$ cat config.mk
export PLATFORM = sky130hd
export DESIGN_NAME = opn_top
export DESIGN_NICKNAME = d
export VERILOG_FILES = /design/src/design/opn_pkg.sv /design/src/design/opn_top.sv /design/src/design/opn_status.sv /design/src/design/opn_timer.sv /design/src/design/opn_regs.sv /design/src/design/opn_cen_gen.sv
export SDC_FILE = /design/constraint.sdc
export NUM_CORES = 1
export LEC_CHECK = 0
export BUFFER_PORTS_ARGS = -buffer_cell sky130_fd_sc_hd__buf_2
export CAP_MARGIN = 25
export CORE_ASPECT_RATIO = 0.7
export CORE_MARGIN = 1.5
export CORE_UTILIZATION = 60
export DETAILED_ROUTE_END_ITERATION = 6
export PLACE_DENSITY_LB_ADDON = 0.1
export SYNTH_ARGS = -nofsm -noshare
export SYNTH_HDL_FRONTEND = slang
export SYNTH_SLANG_ARGS = --single-unit
$ cat constraint.sdc
create_clock -name clk -period 2.8 [get_ports clk]
set_input_delay 0.56 -clock clk [delete_from_list [all_inputs] [get_ports clk]]
set_output_delay 0.56 -clock clk [all_outputs]
set_load 0.02 [all_outputs]
$ cat src/design/opn_pkg.sv
// **************************************************
// Shared definitions for the FM chip control core
// Only register port 0 and the timer registers exist
// Timer A is 10 bits wide and timer B is 8 bits wide
// **************************************************

package opn_pkg;

    // Register addresses, as latched through addr 0
    localparam logic [7:0] ADDR_TIMER_A_HI = 8'h24; // Timer A value bits 9..2
    localparam logic [7:0] ADDR_TIMER_A_LO = 8'h25; // Timer A value bits 1..0
    localparam logic [7:0] ADDR_TIMER_B    = 8'h26;
    localparam logic [7:0] ADDR_TIMER_CTL  = 8'h27;

    // Bit positions inside register 0x27
    localparam int CTL_LOAD_A = 0;
    localparam int CTL_LOAD_B = 1;
    localparam int CTL_EN_A   = 2;
    localparam int CTL_EN_B   = 3;
    localparam int CTL_CLR_A  = 4; // Flag reset pulse
    localparam int CTL_CLR_B  = 5;

    typedef logic [9:0] timer_a_cnt_t;
    typedef logic [7:0] timer_b_cnt_t;

    // Control of one timer
    typedef struct packed {
        logic load;      // Timer runs while set
        logic irq_en;    // Overflow may set the flag
        logic clr_flag;  // One-cycle pulse
    } timer_ctl_t;

    // Timer configuration as held by the register block
    typedef struct packed {
        timer_a_cnt_t value_a;
        timer_b_cnt_t value_b;
        timer_ctl_t   ctl_a;
        timer_ctl_t   ctl_b;
    } timer_cfg_t;

    // Status byte returned on reads
    typedef struct packed {
        logic       busy;    // Bit 7
        logic [4:0] rsvd;    // Always zero
        logic       flag_b;  // Bit 1
        logic       flag_a;  // Bit 0
    } status_t;

endpackage
$ cat src/design/opn_top.sv
// **************************************************
// FM chip control core, top level
// Write bus, timer prescaler, timers A and B, status
// No sound generation, register port 1 is ignored
// Reads always return the status byte
// **************************************************

`timescale 1ns/1ps

module opn_top import opn_pkg::*; #(
    parameter int PRESCALE    = 6,
    parameter int BUSY_CYCLES = 32
) (
    input  logic       clk,    // CPU clock
    input  logic       rst_n,
    input  logic       cen,    // External clock enable
    input  logic [7:0] din,
    input  logic [1:0] addr,
    input  logic       cs_n,
    input  logic       wr_n,
    output status_t    dout,
    output logic       irq_n
);

    logic       clk_en;
    logic       data_wr;
    logic       flag_a;
    logic       flag_b;
    timer_cfg_t cfg;

    opn_cen_gen #(
        .PRESCALE (PRESCALE)
    ) u_cen_gen (
        .clk    (clk),
        .rst_n  (rst_n),
        .cen    (cen),
        .clk_en (clk_en)
    );

    opn_regs u_regs (
        .clk     (clk),
        .rst_n   (rst_n),
        .din     (din),
        .addr    (addr),
        .cs_n    (cs_n),
        .wr_n    (wr_n),
        .cfg     (cfg),
        .data_wr (data_wr)
    );

    // Timer A runs on the direct tick
    opn_timer #(
        .cnt_t    (timer_a_cnt_t),
        .SUB_BITS (0)
    ) u_timer_a (
        .clk   (clk),
        .rst_n (rst_n),
        .tick  (clk_en),
        .value (cfg.value_a),
        .ctl   (cfg.ctl_a),
        .flag  (flag_a)
    );

    // Timer B runs 16 times slower
    opn_timer #(
        .cnt_t    (timer_b_cnt_t),
        .SUB_BITS (4)
    ) u_timer_b (
        .clk   (clk),
        .rst_n (rst_n),
        .tick  (clk_en),
        .value (cfg.value_b),
        .ctl   (cfg.ctl_b),
        .flag  (flag_b)
    );

    opn_status #(
        .BUSY_CYCLES (BUSY_CYCLES)
    ) u_status (
        .clk     (clk),
        .rst_n   (rst_n),
        .data_wr (data_wr),
        .flag_a  (flag_a),
        .flag_b  (flag_b),
        .dout    (dout),
        .irq_n   (irq_n)
    );

endmodule

$ cat src/design/opn_status.sv
// **************************************************
// Busy timing, status byte and interrupt
// busy lasts BUSY_CYCLES clk cycles after a data write
// dout lags the internal state by one cycle
// irq_n is combinational from the two flags
// **************************************************

`timescale 1ns/1ps

module opn_status import opn_pkg::*; #(
    parameter int BUSY_CYCLES = 32
) (
    input  logic    clk,
    input  logic    rst_n,
    input  logic    data_wr,
    input  logic    flag_a,
    input  logic    flag_b,
    output status_t dout,
    output logic    irq_n
);

    localparam int BW = $clog2(BUSY_CYCLES + 1);

    logic [BW-1:0] busy_cnt;
    logic          busy;

    // A write while busy restarts the interval
    always_ff @(posedge clk) begin
        if (!rst_n) begin
            busy_cnt <= '0;
        end else if (data_wr) begin
            busy_cnt <= BW'(BUSY_CYCLES);
        end else if (busy) begin
            busy_cnt <= busy_cnt - 1'b1;
        end
    end

    assign busy = (busy_cnt != '0);

    always_ff @(posedge clk) begin
        if (!rst_n) begin
            dout <= '0;
        end else begin
            dout.busy   <= busy;
            dout.rsvd   <= '0;
            dout.flag_b <= flag_b;
            dout.flag_a <= flag_a;
        end
    end

    assign irq_n = ~(flag_a | flag_b);  // Low while any flag is set

endmodule

$ cat src/design/opn_timer.sv
// **************************************************
// Reload timer with overflow flag
// Count follows value while load is low
// SUB_BITS > 0 adds a 2^SUB_BITS tick sub-prescaler
// Period is 2^SUB_BITS * (2^width - value) ticks
// Flag set wins over a clear in the same cycle
// **************************************************

`timescale 1ns/1ps

module opn_timer import opn_pkg::*; #(
    parameter type cnt_t    = timer_a_cnt_t,
    parameter int  SUB_BITS = 0
) (
    input  logic       clk,
    input  logic       rst_n,
    input  logic       tick,    // Internal clock enable
    input  cnt_t       value,   // Reload value
    input  timer_ctl_t ctl,
    output logic       flag
);

    cnt_t cnt;
    logic step;       // Main count advances
    logic overflow;

    generate
        if (SUB_BITS > 0) begin : g_sub
            logic [SUB_BITS-1:0] sub_cnt;

            always_ff @(posedge clk) begin
                if (!rst_n || !ctl.load) begin
                    sub_cnt <= '0;
                end else if (tick) begin
                    sub_cnt <= sub_cnt + 1'b1;
                end
            end

            // Main count moves when the sub-count wraps
            assign step = tick && ctl.load && (sub_cnt == '1);
        end else begin : g_nosub
            assign step = tick && ctl.load;
        end
    endgenerate

    assign overflow = step && (cnt == '1);

    always_ff @(posedge clk) begin
        if (!rst_n) begin
            cnt <= '0;
        end else if (!ctl.load) begin
            cnt <= value;
        end else if (step) begin
            cnt <= overflow ? value : cnt + 1'b1;
        end
    end

    always_ff @(posedge clk) begin
        if (!rst_n) begin
            flag <= 1'b0;
        end else if (overflow && ctl.irq_en) begin
            flag <= 1'b1;
        end else if (ctl.clr_flag) begin
            flag <= 1'b0;
        end
    end

endmodule

$ cat src/design/opn_regs.sv
// **************************************************
// CPU write port and timer registers
// addr 0 latches the register address, addr 1 writes data
// addr 2 and 3 (port 1) are ignored
// Only 0x24..0x27 are stored, other addresses are dropped
// Flag reset bits of 0x27 come out as one-cycle pulses
// **************************************************

`timescale 1ns/1ps

module opn_regs import opn_pkg::*; (
    input  logic       clk,
    input  logic       rst_n,
    input  logic [7:0] din,
    input  logic [1:0] addr,
    input  logic       cs_n,
    input  logic       wr_n,
    output timer_cfg_t cfg,
    output logic       data_wr   // Data write strobe in the bus cycle
);

    logic       write;
    logic       addr_wr;
    logic [7:0] addr_lat;   // Latched register address
    timer_cfg_t cfg_q;

    // Plain strobes without handshake
    assign write   = ~cs_n & ~wr_n;
    assign addr_wr = write && (addr == 2'd0);
    assign data_wr = write && (addr == 2'd1);

    always_ff @(posedge clk) begin
        if (!rst_n) begin
            addr_lat <= '0;
        end else if (addr_wr) begin
            addr_lat <= din;
        end
    end

    always_ff @(posedge clk) begin
        if (!rst_n) begin
            cfg_q <= '0;
        end else begin
            // Clear pulses last one cycle only
            cfg_q.ctl_a.clr_flag <= 1'b0;
            cfg_q.ctl_b.clr_flag <= 1'b0;
            if (data_wr) begin
                case (addr_lat)
                    ADDR_TIMER_A_HI: begin
                        cfg_q.value_a[9:2] <= din;
                    end
                    ADDR_TIMER_A_LO: begin
                        cfg_q.value_a[1:0] <= din[1:0];  // Upper bits unused
                    end
                    ADDR_TIMER_B: begin
                        cfg_q.value_b <= din;
                    end
                    ADDR_TIMER_CTL: begin
                        cfg_q.ctl_a.load     <= din[CTL_LOAD_A];
                        cfg_q.ctl_b.load     <= din[CTL_LOAD_B];
                        cfg_q.ctl_a.irq_en   <= din[CTL_EN_A];
                        cfg_q.ctl_b.irq_en   <= din[CTL_EN_B];
                        cfg_q.ctl_a.clr_flag <= din[CTL_CLR_A];
                        cfg_q.ctl_b.clr_flag <= din[CTL_CLR_B];
                    end
                    default: begin
                        // Nothing stored for other registers
                    end
                endcase
            end
        end
    end

    assign cfg = cfg_q;

endmodule

$ cat src/design/opn_cen_gen.sv
// **************************************************
// Internal tick prescaler
// clk_en is one clk cycle wide, PRESCALE cen pulses apart
// PRESCALE must be 2 or more for a one-cycle tick
// **************************************************

`timescale 1ns/1ps

module opn_cen_gen #(
    parameter int PRESCALE = 6
) (
    input  logic clk,
    input  logic rst_n,
    input  logic cen,     // External clock enable
    output logic clk_en   // Internal timer tick
);

    localparam int CW = (PRESCALE > 1) ? $clog2(PRESCALE) : 1;

    logic [CW-1:0] cnt;

    always_ff @(posedge clk) begin
        if (!rst_n) begin
            cnt    <= '0;
            clk_en <= 1'b0;
        end else begin
            clk_en <= 1'b0;
            if (cen) begin
                if (cnt == CW'(PRESCALE - 1)) begin
                    cnt    <= '0;
                    clk_en <= 1'b1; // PRESCALE-th pulse seen
                end else begin
                    cnt <= cnt + 1'b1;
                end
            end
        end
    end

endmodule

=== Word level (Yosys, flattened, before mapping) ===
Cells that the tools add are included.
W data, S select, Z words.

* Flip-flop bits (word level): 69
* Input bits: 15
* Output and inout port bits: 9

* Add/sub/neg operators: 5
* Eq/ne operators: 11
* Mux-type cells: 14
* Bitwise logic cells: 6
* Reduce and logical (&&, ||, !) cells: 24

{| class="wikitable"
|+ Operators with widths
! cell !! count
|-
| $eq A8 B6 Y1 const B || 4
|-
| $mux W10 || 3
|-
| $mux W8 || 3
|-
| $mux W6 || 2
|-
| $add A10 B1 Y10 const B || 1
|-
| $eq A10 B10 Y1 const B || 1
|-
| $reduce_and A2 Y1 || 5
|-
| $logic_and A1 B1 Y1 || 9
|-
| $add A8 B1 Y8 const B || 1
|-
| $eq A8 B8 Y1 const B || 1
|-
| $reduce_bool A2 Y1 || 3
|-
| $reduce_bool A6 Y1 || 1
|-
| $sub A6 B1 Y6 const B || 1
|-
| $mux W1 || 5
|-
| $add A4 B1 Y4 const B || 1
|-
| $eq A4 B4 Y1 const B || 1
|-
| $ne A2 B1 Y1 const B || 2
|-
| $not A1 Y1 || 4
|-
| $add A3 B1 Y3 const B || 1
|-
| $eq A3 B3 Y1 const B || 1
|-
| $mux W3 || 1
|-
| $reduce_and A3 Y1 || 1
|-
| $eq A2 B1 Y1 const B || 1
|-
| $logic_not A1 Y1 || 2
|-
| other kinds (5) || 5
|}

=== Longest topological paths before layout ===
Gate-level depths: netlist of run 1.

* Depth in word-level cells: 6
* Gate-level depth with buffers: 6
* Depth with buffers taken out: 5

=== By module ===
A second synthesis of run 1 with hierarchy kept.

* Cell total of the unflattened synthesis: 365
* Area, all modules: 3408.3 um^2

{| class="wikitable"
|+ Modules (own cells, without submodules)
! module !! instances !! cells each !! area each (um^2) !! seq. area each (um^2)
|-
| opn_regs || 1 || 118 || 1285.0 || 640.6
|-
| opn_timer (u_timer_b) || 1 || 96 || 793.3 || 260.2
|-
| opn_timer (u_timer_a) || 1 || 90 || 740.7 || 220.2
|-
| opn_status || 1 || 47 || 431.7 || 180.2
|-
| opn_cen_gen || 1 || 14 || 157.7 || 80.1
|}

=== Worst setup path after synthesis of run 1 ===
Ideal clock, no wire load.

* Path type: input -> register
* Start point: in wr_n
* End point: reg u_regs.cfg_q, in the netlist u_regs.cfg[1]
* Setup time: 0.128 ns
* Data arrival time: 1.520 ns
* Data required time: 2.672 ns
* Path slack: 1.152 ns
* Cell stages on the path: 5
* Buffers on the path: 1
* Cell sequence: nor4b_2 > and3_1 > buf_4 > mux2i_1 > nor2_1

* Longest elaborated chain between the ends: 4

{| class="wikitable"
|+ RTL lines
! item !! line !! source
|-
| from (decl) || opn_top.sv:20 || <nowiki>input logic wr_n,</nowiki>
|-
| $not A1 Y1 || opn_regs.sv:28 || <nowiki>assign write = ~cs_n & ~wr_n;</nowiki>
|-
| $and A1 B1 Y1 || opn_regs.sv:28 ||
|-
| $logic_and A1 B1 Y1 || opn_regs.sv:30 || <nowiki>assign data_wr = write && (addr == 2'd1);</nowiki>
|-
| $reduce_and A2 Y1 (no source line) || n/a ||
|-
| to (decl) || opn_regs.sv:25 || <nowiki>timer_cfg_t cfg_q;</nowiki>
|}

No other way between the ends.
A chain may end at the register's enable or synchronous reset.

=== Worst setup path after layout of run 1 ===
* Start point: reg u_cen_gen.clk_en
* End point: reg u_timer_a.cnt[9] (netlist bit)

* Longest elaborated chain between the ends: 5
* Elaborated cells on any way between the ends: 6
* Classes of those cells: eq/ne (1); mux (3); reduce/logical (2)

{| class="wikitable"
|+ RTL lines
! item !! line !! source
|-
| from (decl) || opn_cen_gen.sv:15 || <nowiki>output logic clk_en</nowiki>
|-
| from (signal assigned) || opn_cen_gen.sv:25 || <nowiki>clk_en <= 1'b0;</nowiki>
|-
| from (signal assigned) || opn_cen_gen.sv:27 || <nowiki>clk_en <= 1'b0;</nowiki>
|-
| from (signal assigned) || opn_cen_gen.sv:31 || <nowiki>clk_en <= 1'b1;</nowiki>
|-
| $logic_and A1 B1 Y1 (*) || opn_timer.sv:42 || <nowiki>assign step = tick && ctl.load;</nowiki>
|-
| $logic_and A1 B1 Y1 || opn_timer.sv:46 || <nowiki>assign overflow = step && (cnt == '1);</nowiki>
|-
| $mux W10 || opn_timer.sv:54 || <nowiki>cnt <= overflow ? value : cnt + 1'b1;</nowiki>
|-
| $mux W10 || opn_timer.sv:53 || <nowiki>end else if (step) begin</nowiki>
|-
| $mux W10 || opn_timer.sv:51 || <nowiki>end else if (!ctl.load) begin</nowiki>
|-
| to (signal assigned) || opn_timer.sv:52 || <nowiki>cnt <= value;</nowiki>
|-
| to (signal assigned) || opn_timer.sv:54 ||
|-
| to (decl) || opn_timer.sv:23 || <nowiki>cnt_t cnt;</nowiki>
|}

Mark *: on every way between the ends. The rest lies on a longest branch, timed or not. The select of a mux whose other input is x is not followed.

==> reports/qor.yml, run 1 <==
run_status:
  status: "finished, final reports clean"
global_routing:
  grt_pass1_wl_mm: 11.3
  grt_overflow: 0
  antenna_found_initial: 0
  grt_max_degree: 21
  track_usage_pct: 26.6
  first_global_vias: 2349
final_layout:
  areaGrowthSynthToFinish_pct: 10.7
  diodes: 0
  fill_cells: 406
  drive_gt1_share_pct: 14.1
  final_nets: 383
yosys:
  ys_seq_elements: 69
  synth_area_leaders: "dfxtp_1 44%, mux2i_1 10%, nor2_1 6.6%"
  synth_edf_count: 0
  synth_most_common_cell: "dfxtp_1"
  synth_cells: 342
  synth_commonest_cells: "69 x dfxtp_1, 55 x nor2_1, 32 x mux2i_1"
  yosys_warnings: 0
  synthDistinctLibCells: 58
  netlist_area_mm2: 0.00315
  synth_seq_area_share_pct: 43.9
  synth_top_area_cell: "dfxtp_1"
  synth_top_flop_cell: "dfxtp_1"
  yosysTopAreaCellShare_pct: 43.9
  avgSynthCellArea_um2: 9.20
  async_flop_share_pct: 0
worst_setup_path:
  slowest_stage: "dfxtp_1"
  r2r_cells: 4
  critPathCaptureType: "flip-flop"
  cp.arrival_ns: 2.15
  crit_fanout: 13
  worstPathRequired_ns: 3.05
  critPathLaunchType: "flip-flop"
  crit_type: "reg2reg"
  crit_path_max_incr_delay_ns: 0.59
  crit_chain: "nand2_1, o31ai_2, nor4_1, a2111oi_2"
pwr:
  vdd_drop_max_mv: 0.444
  cellPowerDensity_mw_per_mm2: 619
  p_int_w: 0.00156
  p_switching_w: 0.000591
  power_frac_comb_pct: 13.5
  clkPwrFrac_pct: 36.6
  power_w: 0.00216
  seq_power_share_pct: 49.9
  leakage_nw: 1.33
  switching_share_pct: 27.4
floorplan:
  core_area_mm2: 0.00491
  start_util_pct: 64.0
  chipWidth_um: 89.5
  design.die.area_mm2: 0.00569
  io_pins: 24
  die_y_um: 63.6
  rows: 21
clock_tree:
  cts_hold_buf: 0
  cts_root_buf: "clkbuf_8"
  cts.repair.resized: 0
  cts_made_buffers: 9
  clk_pin_slew_worst_paths_ns: 0.07
  cts_setup_buffers: 0
  cts_sinks: 69
  insertion_delay_ns: 0.35
  htreeDepth: 3
  cts.path.max_buffers: 2
  cts_tree: "built"
run:
  max_cap_viol_count: 0
sta:
  finalHoldViolations: 0
  slew_headroom_pct: 48.8
  worst_pin_slew_ns: 0.767
  fin_setup_tns_ns: 0
  post-route-min-period_ns: 1.90
  drv_slew: 0
  rsz0062_at_grt: "no"
  setup_violations: 0
  fin_crit_sh_pct: 67.9
  fin_skew_ns: 0.00844
  max_freq_mhz: 526
route:
  vias: 2563
  first_iter_violations: 142
  dr.pass1.iters: 5
  vias_per_cell: 5.85
  final_antenna_net_count: 0
  wire_per_inst_um: 15.1
  drt_wl_total_mm: 6.62
  drc: 0
min_path:
  holdPathStages: 2
  hold_class: "reg2reg"
placement:
  dpl.hpwl_mm: 4.78
  gp_congestion: 0.857
  port_buffers: 18
-- metal layers --
metal | global-route usage, % | part of all wire (%) | vias to the layer above
li1 | - | - | 1272
met5 | 0 | 0 | -
met4 | 5.19 | 0.56 | 0
met3 | 9.83 | 6.0 | 5
met1 | 37.5 | 48 | 1221
met2 | 39.2 | 46 | 65
-- flip-flops by register name, indices dropped and copies added (netlist names) --
register / cells
u_regs.addr_lat: 8
u_status.busy_cnt: 6
u_timer_b.flag: 1
u_cen_gen.clk_en: 1
u_regs.cfg: 24
u_timer_b.cnt: 8
u_timer_a.cnt: 10
u_cen_gen.cnt: 3
u_timer_b.g_sub.sub_cnt: 4
u_timer_a.flag: 1
u_status.dout: 3
-- cell type report --
| type | instances | area [um^2] | share of cell area, % |
|---|---|---|---|
| clock buffer | 10 | 128 | 3.67 |
| timing repair buffer | 25 | 143 | 4.10 |
| multi-input combinational | 248 | 1640 | 47.1 |
| inverter | 11 | 41.3 | 1.19 |
| clock inverter | 6 | 63.8 | 1.83 |
| sequential | 69 | 1380 | 39.7 |
| tap | 69 | 86.3 | 2.48 |
-- logic make-up (layout without fill, tap and decap cells) --
group	count (synthesis)	in the layout	synth area share, %
AND/OR/NAND/NOR	142	142	23.9
XOR/XNOR	13	13	3.62
buffers and inverters	29	52	4.49
multiplexers	32	32	10.2
flip-flops	69	69	43.9
other	1	5	0.119
AO/OA/AOI/OAI	52	52	12.2
adder cells (fa/ha/maj)	4	4	1.59
-- worst max-delay path: cells and delay by family, from the launching register on --
| family | cells | cell delay, ns |
|---|---|---|
| DFF | 1 | 0.59 |
| AOI/OAI and AO/OA | 2 | 0.80 |
| and+or+nand+nor | 2 | 0.42 |
-- path summary, 6_finish.rpt --
kind | start | end | slack [ns]
hold reg to reg | u_regs.cfg[17] | u_timer_a.cnt[3] | 0.46
setup reg to reg | u_cen_gen.clk_en | u_timer_a.cnt[9] | 0.90
hold / removal | u_regs.cfg[17] | u_timer_a.cnt[3] | 0.46
setup / recovery | u_cen_gen.clk_en | u_timer_a.cnt[9] | 0.90
-- per-stage QoR --
stage,hold WS (ns),std cells,setup slack [ns],utilization (%),area [um^2]
global placement,0.450,422,0.869,66.9,3290
floorplan,0.423,346,1.15,-,3160
detailed placement,0.450,422,0.786,66.9,3290
CTS,0.466,438,0.915,70.8,3480
global route,0.492,438,0.743,70.8,3480
finish,0.465,438,0.898,70.8,3480
-- cells in the final DEF (no fill, tap or decap), types with 3 or more instances in the layout --
cell / instances
a21oi_1: 10
a31oi_1: 3
and3_1: 3
buf_2: 18
buf_4: 7
clkbuf_8: 9
conb_1: 5
dfxtp_1: 69
ha_1: 4
inv_1: 11
mux2i_1: 32
nand2_1: 19
nand2b_1: 3
nand3_1: 10
nand4_1: 9
nor2_1: 55
nor3_1: 16
nor4_1: 5
o21ai_0: 11
xnor2_1: 10
xor2_1: 3
-- power by group through the flow --
stage / Sequential [W] / Combinational, W / Clock, W
after global routing: 0.00108 / 0.000336 / 0.000846
after global placement: 0.00110 / 0.000280 / 0
after floorplan: 0.00110 / 0.000219 / 0
final: 0.00108 / 0.000292 / 0.000788
after detailed placement: 0.00110 / 0.000288 / 0
after CTS: 0.00108 / 0.000294 / 0.000804
Note: power is estimated with default switching activity, not from simulation.
==> run 2, diff against run 1 <==
Settings changed: CORE_UTILIZATION 60 to 53.
Clock period 2.8 ns to 1.7 ns, I/O delays scaled along.
==> run 2 against run 1 <==
Clock power increased by 75%. Register-to-register slack got worse by 0.88 ns. Critical path type unchanged. Largest cell class unchanged. Combinational power increased by 64%. Core utilization decreased by 5.8 points.
==> reports/qor.yml, run 2 (same netlist as run 1, synthesis figures left out) <==
clock_tree:
  cts_tree: "built"
  insertion_delay_ns: 0.34
  cts_hold_buf: 0
  htreeDepth: 3
  cts_root_buf: "clkbuf_8"
  clk_pin_slew_worst_paths_ns: 0.07
  cts_sinks: 69
  cts_made_buffers: 9
  cts.path.max_buffers: 2
route:
  drc: 0
  vias_per_cell: 5.81
  drt_wl_total_mm: 7.33
  final_antenna_net_count: 0
  first_iter_violations: 238
  dr.pass1.iters: 5
  vias: 2708
  wire_per_inst_um: 15.7
global_routing:
  first_global_vias: 2431
  grt_pass1_wl_mm: 11.8
  antenna_found_initial: 0
  track_usage_pct: 24.6
  grt_max_degree: 49
  grt_overflow: 0
placement:
  gp_congestion: 0.868
  dpl.hpwl_mm: 4.96
  port_buffers: 18
  place_area_mm2: 0.00346
sta:
  setup_violations: 0
  max_freq_mhz: 596
  post-route-min-period_ns: 1.68
  drv_slew: 0
  fin_crit_sh_pct: 98.7
  fin_skew_ns: 0.00546
  finalHoldViolations: 0
  rsz0062_at_grt: "no"
  fin_setup_tns_ns: 0
final_layout:
  diodes: 0
  drive_gt1_share_pct: 21.2
  layout_common_cells: "65 x dfxtp_1, 54 x nor2_1, 32 x mux2i_1, 28 x buf_4"
  areaGrowthSynthToFinish_pct: 18.5
  final_common_cell: "dfxtp_1"
  fill_cells: 494
  final_nets: 405
  largest_reg_flops: 24
  stdcell_area_mm2: 0.00373
  final_core_util_pct: 65.1
worst_setup_path:
  slowest_stage: "o41ai_4"
  critPathCaptureType: "flip-flop"
  critPathLaunchType: "flip-flop"
  crit_type: "reg2reg"
  worstPathRequired_ns: 1.97
  crit_path_max_incr_delay_ns: 0.42
  cp.arrival_ns: 1.94
  crit_chain: "ha_4, nand4_4, buf_4, o41ai_4, a32oi_1, a31oi_1"
  crit_fanout: 7
run_status:
  status: "finished, final reports clean"
floorplan:
  start_util_pct: 54.9
  rows: 23
  chipWidth_um: 95.1
  design.die.area_mm2: 0.00641
  io_pins: 24
  die_y_um: 67.5
  core_area_mm2: 0.00573
run:
  max_cap_viol_count: 0
pwr:
  cellPowerDensity_mw_per_mm2: 974
  vdd_drop_max_mv: 0.465
  leakage_nw: 1.45
min_path:
  hold_class: "in2reg"
==> run 2: layout make-up <==
cell class                      count  area, um^2  area share, %
Multi-Input combinational cell    248        1680           44.9
Clock buffer                       11         151           4.06
Timing Repair Buffer               47         320           8.59
Sequential cell                    69        1390           37.2
Tap cell                           75        93.8           2.52
Inverter                           11        41.3           1.11
Clock inverter                      5        58.8           1.58
==> run 2: power breakdown <==
part / internal, W / switching [W] / total, W
sequential: 0.00170 / 0.0000696 / 0.00177
clock: 0.000757 / 0.000623 / 0.00138
combinational: 0.000203 / 0.000277 / 0.000480
==> run 2: final timing paths <==
path | from | slack [ns] | depth (start not counted) | to
max | u_timer_b.cnt[0] | 0.02 | 6 | u_timer_b.cnt[3]
min reg2reg | u_cen_gen.cnt[2] | 0.47 | 2 | u_cen_gen.clk_en
min | cen | 0.28 | 3 | u_cen_gen.cnt[0]
max reg2reg | u_timer_b.cnt[0] | 0.02 | 6 | u_timer_b.cnt[3]
==> run 2: layer usage <==
metal / wire, um / track usage (%)
met1: 3510 / 35.2
met2: 3230 / 36.5
met3: 519 / 6.98
met4: 69 / 5.41
met5: 0 / 0
==> run 2: stage by stage <==
stage	instances	setup slack [ns]	hold WS (ns)	total power (W)
2_1_floorplan	346	0.117	0.423	0.00217
5_1_grt	466	0.00995	0.268	0.00381
3_5_place_dp	448	0.000325	0.458	0.00229
6_report	466	0.0224	0.275	0.00363
3_3_place_gp	448	0.0166	0.456	0.00227
4_1_cts	465	0.0508	0.279	0.00366
==> run 2: critical path: cells and delay by family, from the launching register on <==
family	cells	cell delay, ns
fa+ha+maj	1	0.17
simple gates	1	0.08
compound gates	3	0.76
flops	1	0.39
buf+inv	1	0.19
==> run 2: timing repair <==
action	in CTS	in global routing
setup buffers	1	1
gates resized for setup	5	8
pin swaps	2	3
endpoints found under the setup margin	4	9
==> run 3, diff against run 2 <==
Settings changed: CORE_UTILIZATION 53 to 45, MAX_ROUTING_LAYER set to met4, SLEW_MARGIN set to 20.
==> run 3 against run 2 <==
Critical path depth is 2 lower. Worst setup slack better by 0.019 ns. Clock-buffer cell count decreased by 2. Cell count grew 3.4%. Clock power fell by 7%. Combinational power is 3% higher. Wire length shrank 2.7%. Clock skew up 0.0045 ns. Via count fell by 6.2%. Register-to-register slack improved by 0.02 ns. Core utilization is 9.8 points lower. Critical path type unchanged.
==> reports/qor.yml, run 3 (same netlist as run 1, synthesis figures left out) <==
run_status:
  status: "finished, final reports clean"
floorplan:
  die_y_um: 73.0
  chipWidth_um: 103
  rows: 25
  design.die.area_mm2: 0.00751
  start_util_pct: 46.6
  io_pins: 24
  core_area_mm2: 0.00676
clock_tree:
  cts_tree: "built"
  clk_pin_slew_worst_paths_ns: 0.07
  insertion_delay_ns: 0.35
  cts_hold_buf: 0
  cts.path.max_buffers: 2
  cts_made_buffers: 9
  htreeDepth: 3
  cts_sinks: 69
  cts_root_buf: "clkbuf_8"
route:
  vias_per_cell: 5.27
  drc: 0
  vias: 2541
  first_iter_violations: 144
  wire_per_inst_um: 14.8
  dr.pass1.iters: 4
  drt_wl_total_mm: 7.13
  final_antenna_net_count: 0
sta:
  worst_pin_slew_ns: 0.560
  drv_slew: 0
  setup_violations: 0
  fin_hold_ws_ns: 0.267
  fin_crit_sh_pct: 97.6
  post-route-min-period_ns: 1.66
  finalHoldViolations: 0
  max_freq_mhz: 603
  slew_headroom_pct: 62.4
  fin_skew_ns: 0.00999
  fin_setup_tns_ns: 0
  rsz0062_at_grt: "yes"
pwr:
  seq_power_share_pct: 49.9
  leakage_nw: 1.43
  p_switching_w: 0.000974
  power_frac_comb_pct: 13.9
  cellPowerDensity_mw_per_mm2: 949
  vdd_drop_max_mv: 0.654
  clkPwrFrac_pct: 36.2
  p_int_w: 0.00258
  switching_share_pct: 27.4
worst_setup_path:
  crit_fanout: 8
  worstPathRequired_ns: 1.94
  crit_path_max_incr_delay_ns: 0.44
  cp.arrival_ns: 1.90
  critPathTopFamily: "compound AO/OA/AOI/OAI gates"
  slowest_stage: "o41a_1"
  crit_type: "reg2reg"
  cp_num_buf_inv: 0
  critPathLaunchType: "flip-flop"
  crit_chain: "ha_4, nand4_4, o41a_1, a2111oi_2"
  critPathCaptureType: "flip-flop"
global_routing:
  antenna_found_initial: 0
  grt_pass1_wl_mm: 11.9
  grt_overflow: 0
  grt_max_degree: 49
  track_usage_pct: 21.6
  first_global_vias: 2365
placement:
  port_buffers: 18
  dpl.hpwl_mm: 5.07
  gp_congestion: 0.903
final_layout:
  drive_gt1_share_pct: 20.9
  final_nets: 403
  areaGrowthSynthToFinish_pct: 18.9
  largest_reg_flops: 24
  final_common_cell: "dfxtp_1"
  layout_common_cells: "65 x dfxtp_1, 55 x nor2_1, 32 x mux2i_1, 25 x buf_4"
  fill_cells: 644
  diodes: 0
run:
  max_cap_viol_count: 0
min_path:
  hold_class: "in2reg"
-- run 3: cell type report --
class / instances / area [um^2] / share of cell area, %
multi-input combinational: 248 / 1690 / 45.1
inverter: 11 / 41.3 / 1.10
clock buffer: 9 / 124 / 3.31
tap: 94 / 118 / 3.15
sequential: 69 / 1390 / 37.1
timing repair buffer: 45 / 318 / 8.50
clock inverter: 6 / 63.8 / 1.71
-- run 3: timing repair --
item / in CTS / in global routing
resized for setup: 2 / 10
setup buffers: 0 / 2
pin swaps: 1 / 4
endpoints found under the setup margin: 1 / 8
-- run 3: worst min-delay path: stages --
cell     delay, ns
buf_2         0.09
xnor2_1       0.07
nor2_1        0.07
-- run 3: final timing paths --
| check | from | end | slack (ns) | cells after the start |
|---|---|---|---|---|
| worst max register to register | u_timer_b.cnt[1] | u_timer_b.cnt[1] | 0.04 | 4 |
| worst max-delay path | u_timer_b.cnt[1] | u_timer_b.cnt[1] | 0.04 | 4 |
| worst min-delay path | cen | u_cen_gen.cnt[0] | 0.27 | 3 |
| worst min register to register | u_cen_gen.cnt[2] | u_cen_gen.clk_en | 0.47 | 2 |
-- run 3: metal layers --
layer,part of all wire (%),track usage (%),vias to the layer above
met5,0,-,-
met1,53,30.5,1189
li1,-,-,1305
met2,42,30.3,42
met4,0.83,4.95,0
met3,3.9,6.61,5
-- run 3: power by group through the flow --
stage | logic [W] | clock network [W] | registers [W]
detailed placement | 0.000488 | 0 | 0.00181
global route | 0.000576 | 0.00139 | 0.00178
finish | 0.000494 | 0.00128 | 0.00177
global placement | 0.000473 | 0 | 0.00181
floorplan | 0.000360 | 0 | 0.00181
CTS | 0.000492 | 0.00133 | 0.00177
-- run 3: metrics by stage --
stage | utilization (%) | power (W) | setup WS (ns) | instances | area (um^2)
global route | 55.3 | 0.00374 | -0.0994 | 482 | 3740
CTS | 54.5 | 0.00359 | 0.00234 | 480 | 3680
global placement | 51.5 | 0.00228 | 0.00668 | 465 | 3480
detailed placement | 51.5 | 0.00230 | -0.00602 | 465 | 3480
finish | 55.3 | 0.00355 | 0.0410 | 482 | 3740
floorplan | - | 0.00217 | 0.117 | 346 | 3160
